<file path="src/hw/usb4_rx_defs.svh">
`ifndef USB4_RX_DEFS_SVH
`define USB4_RX_DEFS_SVH

// Width of one encoded block as seen on a lane bus
`define USB4_ENC_W 132

// Sync header widths for 64b/66b and 128b/132b coding
`define USB4_G2_HDR_W 2
`define USB4_G3_HDR_W 4

// Payload bytes carried by one block
`define USB4_G2_BYTES 8
`define USB4_G3_BYTES 16

// First byte of the skew measurement pattern inside an ordered set
`define USB4_OS_MARK 8'hc5

// Largest lane-to-lane byte offset the deskew can take out
`define USB4_MAX_SKEW 3

`endif

</file>
<file path="src/hw/usb4_lane_pkg.sv">
`default_nettype none

package usb4_lane_pkg;

    // Link speed, any code other than GEN3 is treated as GEN2
    typedef enum logic [1:0] {
        GEN3 = 2'b01,
        GEN2 = 2'b10
    } gen_speed_t;

    // Deskew FSM states
    typedef enum logic [1:0] {
        SEARCH  = 2'b00,
        MEASURE = 2'b01,
        LOCKED  = 2'b10
    } deskew_state_t;

endpackage

`default_nettype wire

</file>
<file path="src/hw/usb4_line_code_pkg.sv">
`default_nettype none

`include "usb4_rx_defs.svh"

package usb4_line_code_pkg;

    // 64b/66b block in the low 66 bits of the lane word
    typedef struct packed {
        logic [`USB4_ENC_W-`USB4_G2_HDR_W-8*`USB4_G2_BYTES-1:0] unused;
        logic [`USB4_G2_BYTES-1:0][7:0]                          payload;
        logic [`USB4_G2_HDR_W-1:0]                               hdr;
    } g2_block_t;

    // 128b/132b block fills the whole lane word
    typedef struct packed {
        logic [`USB4_G3_BYTES-1:0][7:0] payload;
        logic [`USB4_G3_HDR_W-1:0]      hdr;
    } g3_block_t;

    // Same lane word, read under whichever layout the link speed selects
    typedef union packed {
        g2_block_t g2;
        g3_block_t g3;
    } enc_block_u;

    // Sync header codes
    localparam logic [`USB4_G2_HDR_W-1:0] G2_HDR_OS   = 2'b01;
    localparam logic [`USB4_G2_HDR_W-1:0] G2_HDR_DATA = 2'b10;
    localparam logic [`USB4_G3_HDR_W-1:0] G3_HDR_OS   = 4'b0101;
    localparam logic [`USB4_G3_HDR_W-1:0] G3_HDR_DATA = 4'b1010;

endpackage

`default_nettype wire

</file>
<file path="src/hw/rx_lane_if.sv">
`timescale 1ns/10ps
`default_nettype none

interface rx_lane_if;

    // One byte per lane per cycle while byte_valid is high
    logic [7:0] lane_0_byte;
    logic [7:0] lane_1_byte;
    logic       byte_valid;

    // Block class from the lane-0 header, and first byte of a block
    logic       data_os;
    logic       block_start;

    modport decoder (
        output lane_0_byte,
        output lane_1_byte,
        output byte_valid,
        output data_os,
        output block_start
    );

    modport deskew (
        input lane_0_byte,
        input lane_1_byte,
        input byte_valid,
        input data_os,
        input block_start
    );

endinterface

`default_nettype wire

</file>
<file path="src/hw/rx_block_decoder.sv">
`timescale 1ns/10ps
`default_nettype none

`include "usb4_rx_defs.svh"

module rx_block_decoder (
    input  wire                            enc_clk,
    input  wire                            rst,
    input  wire                            enable_dec,
    input  wire usb4_lane_pkg::gen_speed_t gen_speed,
    input  wire [`USB4_ENC_W-1:0]          lane_0_rx_enc,
    input  wire [`USB4_ENC_W-1:0]          lane_1_rx_enc,
    rx_lane_if.decoder                     lane
);

    import usb4_line_code_pkg::*;
    import usb4_lane_pkg::*;

    localparam int CNT_W = $clog2(`USB4_G3_BYTES);

    enc_block_u                blk_0;
    enc_block_u                blk_1;

    // Block period counter
    logic [CNT_W-1:0]          last_idx;
    logic [CNT_W-1:0]          cnt;
    logic                      capture;

    // Captured payload and lane-0 header
    logic [7:0]                buf_0 [`USB4_G3_BYTES];
    logic [7:0]                buf_1 [`USB4_G3_BYTES];
    logic [`USB4_G3_HDR_W-1:0] hdr_q;
    logic                      g3_q;

    // Byte read-out of the captured block
    logic                      act;
    logic [CNT_W-1:0]          rd_idx;
    logic [CNT_W-1:0]          rd_last;
    logic                      hdr_os;
    logic                      hdr_data;

    assign blk_0 = lane_0_rx_enc;
    assign blk_1 = lane_1_rx_enc;

    assign last_idx = (gen_speed == GEN3) ? CNT_W'(`USB4_G3_BYTES - 1)
                                          : CNT_W'(`USB4_G2_BYTES - 1);

    // Read-out length follows the speed the block was captured at
    assign rd_last = g3_q ? CNT_W'(`USB4_G3_BYTES - 1)
                          : CNT_W'(`USB4_G2_BYTES - 1);

    // The >= also covers the reset value of the counter at Gen2
    assign capture = enable_dec && (cnt >= last_idx);

    always_comb begin
        if (g3_q) begin
            hdr_os   = (hdr_q == G3_HDR_OS);
            hdr_data = (hdr_q == G3_HDR_DATA);
        end else begin
            hdr_os   = (hdr_q[`USB4_G2_HDR_W-1:0] == G2_HDR_OS);
            hdr_data = (hdr_q[`USB4_G2_HDR_W-1:0] == G2_HDR_DATA);
        end
    end

    // Counter parks on the last byte index while the decoder is disabled
    always_ff @(posedge enc_clk or negedge rst) begin
        if (!rst) begin
            cnt <= '1;
        end else if (!enable_dec) begin
            cnt <= last_idx;
        end else if (cnt >= last_idx) begin
            cnt <= '0;
        end else begin
            cnt <= cnt + 1'b1;
        end
    end

    // Capture both lanes and shift bytes out, one per lane per cycle
    always_ff @(posedge enc_clk) begin
        if (capture) begin
            if (gen_speed == GEN3) begin
                for (int i = 0; i < `USB4_G3_BYTES; i++) begin
                    buf_0[i] <= blk_0.g3.payload[i];
                    buf_1[i] <= blk_1.g3.payload[i];
                end
                hdr_q <= blk_0.g3.hdr;
            end else begin
                for (int i = 0; i < `USB4_G2_BYTES; i++) begin
                    buf_0[i] <= blk_0.g2.payload[i];
                    buf_1[i] <= blk_1.g2.payload[i];
                end
                hdr_q <= {{(`USB4_G3_HDR_W - `USB4_G2_HDR_W){1'b0}}, blk_0.g2.hdr};
            end
        end

        if (act) begin
            lane.lane_0_byte <= buf_0[rd_idx];
            lane.lane_1_byte <= buf_1[rd_idx];
        end
    end

    always_ff @(posedge enc_clk or negedge rst) begin
        if (!rst) begin
            act               <= 1'b0;
            rd_idx            <= '0;
            g3_q              <= 1'b0;
            lane.byte_valid   <= 1'b0;
            lane.block_start  <= 1'b0;
            lane.data_os      <= 1'b0;
        end else begin
            lane.byte_valid  <= act;
            lane.block_start <= act && (rd_idx == '0);

            // Class is taken once per block, an unknown header keeps the old one
            if (act && (rd_idx == '0)) begin
                if (hdr_os) begin
                    lane.data_os <= 1'b1;
                end else if (hdr_data) begin
                    lane.data_os <= 1'b0;
                end
            end

            // A new capture lands on the last byte of the previous block
            if (capture) begin
                act    <= 1'b1;
                rd_idx <= '0;
                g3_q   <= (gen_speed == GEN3);
            end else if (act && (rd_idx != rd_last)) begin
                rd_idx <= rd_idx + 1'b1;
            end else begin
                act <= 1'b0;
            end
        end
    end

endmodule

`default_nettype wire

</file>
<file path="src/hw/lane_deskew.sv">
`timescale 1ns/10ps
`default_nettype none

`include "usb4_rx_defs.svh"

module lane_deskew (
    input  wire        enc_clk,
    input  wire        rst,
    rx_lane_if.deskew  lane,
    output logic [7:0] rx_lane_0,
    output logic [7:0] rx_lane_1,
    output logic       rx_valid,
    output logic       rx_os,
    output logic       deskew_locked,
    output logic       skew_error
);

    import usb4_lane_pkg::*;

    localparam int DLY_W  = $clog2(`USB4_MAX_SKEW + 1);
    localparam int IDLE_W = $clog2(`USB4_G3_BYTES);

    deskew_state_t                  state;

    // Delay lines, tap 0 is the undelayed input
    logic [`USB4_MAX_SKEW-1:0][7:0] hist_0;
    logic [`USB4_MAX_SKEW-1:0][7:0] hist_1;
    logic [`USB4_MAX_SKEW-1:0][2:0] hist_c;
    logic [`USB4_MAX_SKEW:0][7:0]   tap_0;
    logic [`USB4_MAX_SKEW:0][7:0]   tap_1;
    logic [`USB4_MAX_SKEW:0][2:0]   tap_c;
    logic [2:0]                     ctl_in;
    logic [2:0]                     ctl_sel;

    // Programmed lane delays and mark offset measurement
    logic [DLY_W-1:0]               dly_0;
    logic [DLY_W-1:0]               dly_1;
    logic [DLY_W-1:0]               off;
    logic                           seen;
    logic                           first_l1;
    logic                           mark_0;
    logic                           mark_1;
    logic                           meas_en;

    logic [IDLE_W-1:0]              idle_cnt;
    logic                           emit;
    logic                           emit_nxt;

    // Control word is {valid, os, start}
    assign ctl_in = {lane.byte_valid, lane.data_os, lane.block_start};

    assign tap_0 = {hist_0, lane.lane_0_byte};
    assign tap_1 = {hist_1, lane.lane_1_byte};
    assign tap_c = {hist_c, ctl_in};

    // Valid, class and block start follow the lane-0 timing
    assign ctl_sel = tap_c[dly_0];

    assign mark_0 = (lane.lane_0_byte == `USB4_OS_MARK);
    assign mark_1 = (lane.lane_1_byte == `USB4_OS_MARK);

    // Bytes that belong to an ordered set under measurement
    assign meas_en = lane.byte_valid &&
                     (((state == SEARCH) && lane.block_start && lane.data_os) ||
                      ((state == MEASURE) && (seen || !lane.block_start || lane.data_os)));

    // Output starts on the first aligned block boundary after lock
    assign emit_nxt = (state == LOCKED) && (emit || (ctl_sel[2] && ctl_sel[0]));

    assign deskew_locked = (state == LOCKED);

    always_ff @(posedge enc_clk) begin
        hist_0    <= tap_0[`USB4_MAX_SKEW-1:0];
        hist_1    <= tap_1[`USB4_MAX_SKEW-1:0];
        rx_lane_0 <= tap_0[dly_0];
        rx_lane_1 <= tap_1[dly_1];
    end

    always_ff @(posedge enc_clk or negedge rst) begin
        if (!rst) begin
            state      <= SEARCH;
            hist_c     <= '0;
            dly_0      <= '0;
            dly_1      <= '0;
            off        <= '0;
            seen       <= 1'b0;
            first_l1   <= 1'b0;
            idle_cnt   <= '0;
            emit       <= 1'b0;
            rx_valid   <= 1'b0;
            rx_os      <= 1'b0;
            skew_error <= 1'b0;
        end else begin
            hist_c     <= tap_c[`USB4_MAX_SKEW-1:0];
            skew_error <= 1'b0;
            emit       <= emit_nxt;
            rx_valid   <= emit_nxt && ctl_sel[2];
            if (emit_nxt && ctl_sel[2]) begin
                rx_os <= ctl_sel[1];
            end

            case (state)
                SEARCH, MEASURE: begin
                    if (!meas_en) begin
                        state <= SEARCH;
                        seen  <= 1'b0;
                    end else if (!seen) begin
                        state <= MEASURE;
                        if (mark_0 && mark_1) begin
                            // Lanes already aligned
                            dly_0 <= '0;
                            dly_1 <= '0;
                            state <= LOCKED;
                        end else if (mark_0 || mark_1) begin
                            seen     <= 1'b1;
                            first_l1 <= mark_1;
                            off      <= DLY_W'(1);
                        end
                    end else if (first_l1 ? mark_0 : mark_1) begin
                        // Hold back whichever lane saw the mark first
                        dly_0 <= first_l1 ? '0 : off;
                        dly_1 <= first_l1 ? off : '0;
                        seen  <= 1'b0;
                        state <= LOCKED;
                    end else if (off == DLY_W'(`USB4_MAX_SKEW)) begin
                        skew_error <= 1'b1;
                        seen       <= 1'b0;
                        state      <= SEARCH;
                    end else begin
                        off <= off + 1'b1;
                    end
                end

                LOCKED: begin
                    // A whole idle block means the decoder was disabled
                    if (lane.byte_valid) begin
                        idle_cnt <= '0;
                    end else if (idle_cnt == IDLE_W'(`USB4_G3_BYTES - 1)) begin
                        idle_cnt <= '0;
                        state    <= SEARCH;
                    end else begin
                        idle_cnt <= idle_cnt + 1'b1;
                    end
                end

                default: begin
                    state <= SEARCH;
                end
            endcase
        end
    end

endmodule

`default_nettype wire

</file>
<file path="src/hw/usb4_rx_top.sv">
`timescale 1ns/10ps
`default_nettype none

`include "usb4_rx_defs.svh"

module usb4_rx_top (
    input  wire                   enc_clk,
    input  wire                   rst,
    input  wire                   enable_dec,
    input  wire [1:0]             gen_speed,
    input  wire [`USB4_ENC_W-1:0] lane_0_rx_enc,
    input  wire [`USB4_ENC_W-1:0] lane_1_rx_enc,
    output wire [7:0]             rx_lane_0,
    output wire [7:0]             rx_lane_1,
    output wire                   rx_valid,
    output wire                   rx_os,
    output wire                   deskew_locked,
    output wire                   skew_error
);

    import usb4_lane_pkg::*;

    // Decoded byte stream between decoder and deskew
    rx_lane_if u_rx_lane_if ();

    rx_block_decoder u_rx_block_decoder (
        .enc_clk       (enc_clk),
        .rst           (rst),
        .enable_dec    (enable_dec),
        .gen_speed     (gen_speed_t'(gen_speed)),
        .lane_0_rx_enc (lane_0_rx_enc),
        .lane_1_rx_enc (lane_1_rx_enc),
        .lane          (u_rx_lane_if.decoder)
    );

    lane_deskew u_lane_deskew (
        .enc_clk       (enc_clk),
        .rst           (rst),
        .lane          (u_rx_lane_if.deskew),
        .rx_lane_0     (rx_lane_0),
        .rx_lane_1     (rx_lane_1),
        .rx_valid      (rx_valid),
        .rx_os         (rx_os),
        .deskew_locked (deskew_locked),
        .skew_error    (skew_error)
    );

endmodule

`default_nettype wire

</file>
<file path="config.mk">
export PLATFORM = sky130hd
export DESIGN_NAME = usb4_rx_top
export DESIGN_NICKNAME = d
export VERILOG_FILES = /design/src/hw/usb4_lane_pkg.sv /design/src/hw/usb4_line_code_pkg.sv /design/src/hw/rx_lane_if.sv /design/src/hw/rx_block_decoder.sv /design/src/hw/lane_deskew.sv /design/src/hw/usb4_rx_top.sv
export VERILOG_INCLUDE_DIRS = /design/src /design/src/hw
export SDC_FILE = /design/constraint.sdc
export NUM_CORES = 1
export LEC_CHECK = 0
export BUFFER_PORTS_ARGS = -buffer_cell sky130_fd_sc_hd__buf_4
export CORE_MARGIN = 10
export CORE_UTILIZATION = 55
export CTS_BUF_LIST = sky130_fd_sc_hd__clkbuf_8 sky130_fd_sc_hd__clkbuf_16
export DETAILED_ROUTE_END_ITERATION = 10
export PLACE_DENSITY = 0.76
export REMOVE_ABC_BUFFERS = 1
export SLEW_MARGIN = 20
export SYNTH_ARGS = -nofsm -noshare
export SYNTH_HDL_FRONTEND = slang
export SYNTH_SLANG_ARGS = --single-unit
</file>
<file path="constraint.sdc">
create_clock -name enc_clk -period 9.3 [get_ports enc_clk]
set_input_delay 0.465 -clock enc_clk [delete_from_list [all_inputs] [get_ports enc_clk]]
set_output_delay 0.465 -clock enc_clk [all_outputs]
set_load 0.005 [all_outputs]
</file>
==> run summary <==
The run finished with clean final reports. For the highest ir drop seen on vdd, the log shows 0.000168 V. The tools report the sum of negative setup slack as 0 ns. Setup repair after global routing left no endpoint under its margin. In the final layout, the share of cells above drive strength 1 is 52.2%. The logs give 8233 for the total vias in the final route and 2 for the total number of H-tree levels. The tree built by TritonCTS fans out to 380 sinks. Total power draw: 0.00529 W. Clock-pin slew was measured on the worst setup and hold paths at 0.06 ns. The die outline height was 187 um. The synthesized instance count came out at 779. After global routing the overflow that remains totals 0.

At the placement stage, the worst setup path has a slack of 5.15 ns. Data on the critical path arrives at its endpoint at 3.93 ns. The average detailed-routed wire length per instance is 23.0 um, and the pin slew with the least headroom to its limit is 1.11 ns. Setup violations remaining at the end of the flow were counted as 0.

The commonest non-fill, non-tap cell in the layout is sky130_fd_sc_hd__buf_4. The worst setup path is of the input port to flop kind. The logs give 52100 um for the global-route wire length before repair and 24200 um for the HPWL after detailed placement.

The total count of max-transition violations in the final report is 0, and the number of detailed-route iterations in the first pass is 4. During placement, the flow inserted port buffers numbering 286. Clock latency on the worst-skew pair, taken at its later pin, is 0.52 ns. The final worst slack was 5.63 ns.

Of all nets on the critical path, the largest fanout is 86. In this run the tightest slew margin relative to its limit is 26.3%. The kind of launch point of the worst setup path is an input port. The power density over cell area works out to 278 mW/mm^2. Number of global-route vias before repair: 8969. TritonCTS built the clock tree.

For the number of antenna violations at the first check in global routing, the log shows 2. For the overall global routing resource usage, the log shows 19.1%. The run gives 0.122 ns as the post-route worst hold slack. For this run, the number of Yosys warnings is 0. For the remaining number of nets flagged by the antenna check after routing, the log shows 0. The number of top-level pins was 289.

Routability-driven placement finished with a final weighted congestion of 0.804. The tools report the number of rows in the core area as 60. The total number of nets in the final design came out at 1353.

The tools report the count of different cell masters after synthesis as 50. The total count of hold-check failures in the final report is 0. In this run the cell area of the synthesized design comes to 0.0153 mm^2.

The number of DRC markers after the initial detailed-route iteration came out at 526. The count of maximum capacitance violations is 0. Area growth from synthesis to final layout: 24.3%.

The top cell types in the final layout, fill and taps aside, are sky130_fd_sc_hd__buf_4 (293), sky130_fd_sc_hd__edfxtp_1 (276), sky130_fd_sc_hd__mux2_2 (112). The die outline width was 187 um; the leakage power of the design was 7.18 nW. The via density per instance is 5.57, and the pin count of the biggest net entering global routing is 87. CTS placed an instance of sky130_fd_sc_hd__clkbuf_16 at the clock tree root. The floorplan step defined a die boundary enclosing 0.0349 mm^2. Based on the critical path, the design can be clocked at up to 273 MHz.

The share of the clock period used by the worst path was 39.4%; the total of flip-flops plus latches after synthesis was 380. For this block, the routed nets add up to 34100 um of wire. The post-layout minimum cycle time was 3.67 ns; the required time of the worst setup path was 9.56 ns. The sequential-to-total area share from yosys stat was 69.1%; the standard cell core area was 0.0272 mm^2. Buffers inserted during clock tree synthesis total 40. Maximum buffer depth of the clock tree: 3.

The worst setup path is captured at a flop. The number of remaining DRC errors was 0. The min-delay analysis places its worst path in the category input port to flop.

Between clock sinks in the finished design, the worst skew comes to 0.00745 ns. Effective utilization at floorplan: 56.3%. The average size of a mapped cell is 19.6 um^2.
## cells in the mapped netlist (all sizes together)
library cell / instances / area share [%]
mux2: 128 / 9.4
a31o: 1 / 0.057
ha: 8 / 0.65
and3b: 1 / 0.057
a21oi: 11 / 0.36
o21bai: 1 / 0.049
nand4bb: 1 / 0.074
or3: 2 / 0.11
edfxtp: 276 / 54
nor3b: 1 / 0.049
a211oi: 2 / 0.098
a21bo: 1 / 0.065
and2: 1 / 0.041
and3: 1 / 0.041
nand3: 5 / 0.16
or2: 1 / 0.041
nand2b: 2 / 0.082
nor3: 6 / 0.20
a32o: 1 / 0.065
buf: 30 / 1.3
nor2: 12 / 0.29
and4b: 1 / 0.065
a31oi: 3 / 0.12
nand4: 2 / 0.082
xnor2: 4 / 0.23
nor4: 3 / 0.22
and4: 2 / 0.11
o21ai: 13 / 0.43
dfstp: 4 / 0.69
o211ai: 1 / 0.049
nand2: 19 / 0.47
inv: 16 / 0.39
mux4: 99 / 15
xor2: 1 / 0.057
clkbuf: 9 / 0.22
mux2i: 1 / 0.065
dfxtp: 64 / 8.4
o211a: 1 / 0.065
nor4bb: 2 / 0.13
a211o: 1 / 0.057
a21o: 5 / 0.25
dfrtp: 36 / 5.9
## sequential cells by signal (all words and copies together) (netlist names), 4 cells and up
signal and flops:
u_lane_deskew.hist_1 24, u_rx_block_decoder.buf_0 128, u_rx_block_decoder.cnt 4, u_rx_block_decoder.rd_idx 4, u_lane_deskew.hist_c 9, u_lane_deskew.hist_0 24
u_lane_deskew.rx_lane_0 8, u_lane_deskew.rx_lane_1 8, u_rx_block_decoder.hdr_q 4, u_rx_block_decoder.lane.lane_0_byte 8, u_rx_block_decoder.buf_1 128, u_lane_deskew.idle_cnt 4
u_rx_block_decoder.lane.lane_1_byte 8
## routing by layer
layer,vias to the layer above,part of all wire (%),track usage [%]
met5,-,0,0
met4,0,2.6,6.42
met3,55,6.0,4.92
met2,256,51,31.6
met1,4181,40,24.2
li1,3741,-,-
## power breakdown
| part | leakage (nW) | internal (W) | switching (W) | total (W) |
|---|---|---|---|---|
| logic | 2.95 | 0.000712 | 0.000558 | 0.00127 |
| clock network | 0.640 | 0.000872 | 0.000620 | 0.00149 |
| registers | 3.60 | 0.00230 | 0.000230 | 0.00253 |
## path summary, 6_finish.rpt
check	cells past startpoint	to	slack [ns]	startpoint
max	9	u_rx_block_decoder.buf_0[1][5]	5.63	gen_speed[1]
min	1	u_rx_block_decoder.buf_1[12][7]	0.12	lane_1_rx_enc[107]
max reg2reg	7	u_rx_block_decoder.buf_0[1][5]	5.64	u_rx_block_decoder.cnt[3]
min reg2reg	0	u_lane_deskew.hist_0[22]	0.34	u_lane_deskew.hist_0[14]
max in group asynchronous	2	u_rx_block_decoder.rd_idx[0]	8.47	rst
min in group asynchronous	2	u_lane_deskew.idle_cnt[3]	0.46	rst
## area by class of cell
type | count | area (um^2)
Antenna cell | 2 | 5.00
Clock buffer | 48 | 1140
Clock inverter | 22 | 105
Fill cell | 1723 | 8170
Inverter | 16 | 62.6
Multi-Input combinational cell | 344 | 4440
Sequential cell | 380 | 10600
Tap cell | 372 | 465
Timing Repair Buffer | 294 | 2210
## through the flow
| stage | std cells | cell area (um^2) | util (%) |
|---|---|---|---|
| after floorplan | 740 | 15100 | - |
| after global placement | 1405 | 17700 | 65.3 |
| after detailed placement | 1405 | 17700 | 65.3 |
| after CTS | 1476 | 19000 | 69.9 |
| after global routing | 1478 | 19000 | 69.9 |
| final | 1478 | 19000 | 69.9 |
## what timing repair did
action	4_1_cts	5_1_grt
endpoints found under the setup margin	0	0
gates resized for setup	0	0
setup buffers	0	0
endpoints found under the hold margin	36	0
hold buffers	1	0
## worst max-delay path: stages
cell	delay, ns
sky130_fd_sc_hd__buf_4	0.10
sky130_fd_sc_hd__nand2b_1	0.33
sky130_fd_sc_hd__ha_1	0.41
sky130_fd_sc_hd__a31o_2	0.25
sky130_fd_sc_hd__nand2_1	0.26
sky130_fd_sc_hd__inv_2	0.18
sky130_fd_sc_hd__nand2_4	0.48
sky130_fd_sc_hd__buf_4	0.89
sky130_fd_sc_hd__mux2_2	0.42
## cell families after synthesis
logic type / count (synthesis) / synth area share, %
AO/OA/AOI/OAI: 41 / 1.66
buffers and inverters: 55 / 1.96
flip-flops: 380 / 69.1
adder cells (fa/ha/maj): 8 / 0.654
XOR/XNOR: 5 / 0.286
multiplexers: 228 / 24.1
AND/OR/NAND/NOR: 62 / 2.23
No activity file was read; power rests on OpenSTA's default activity.
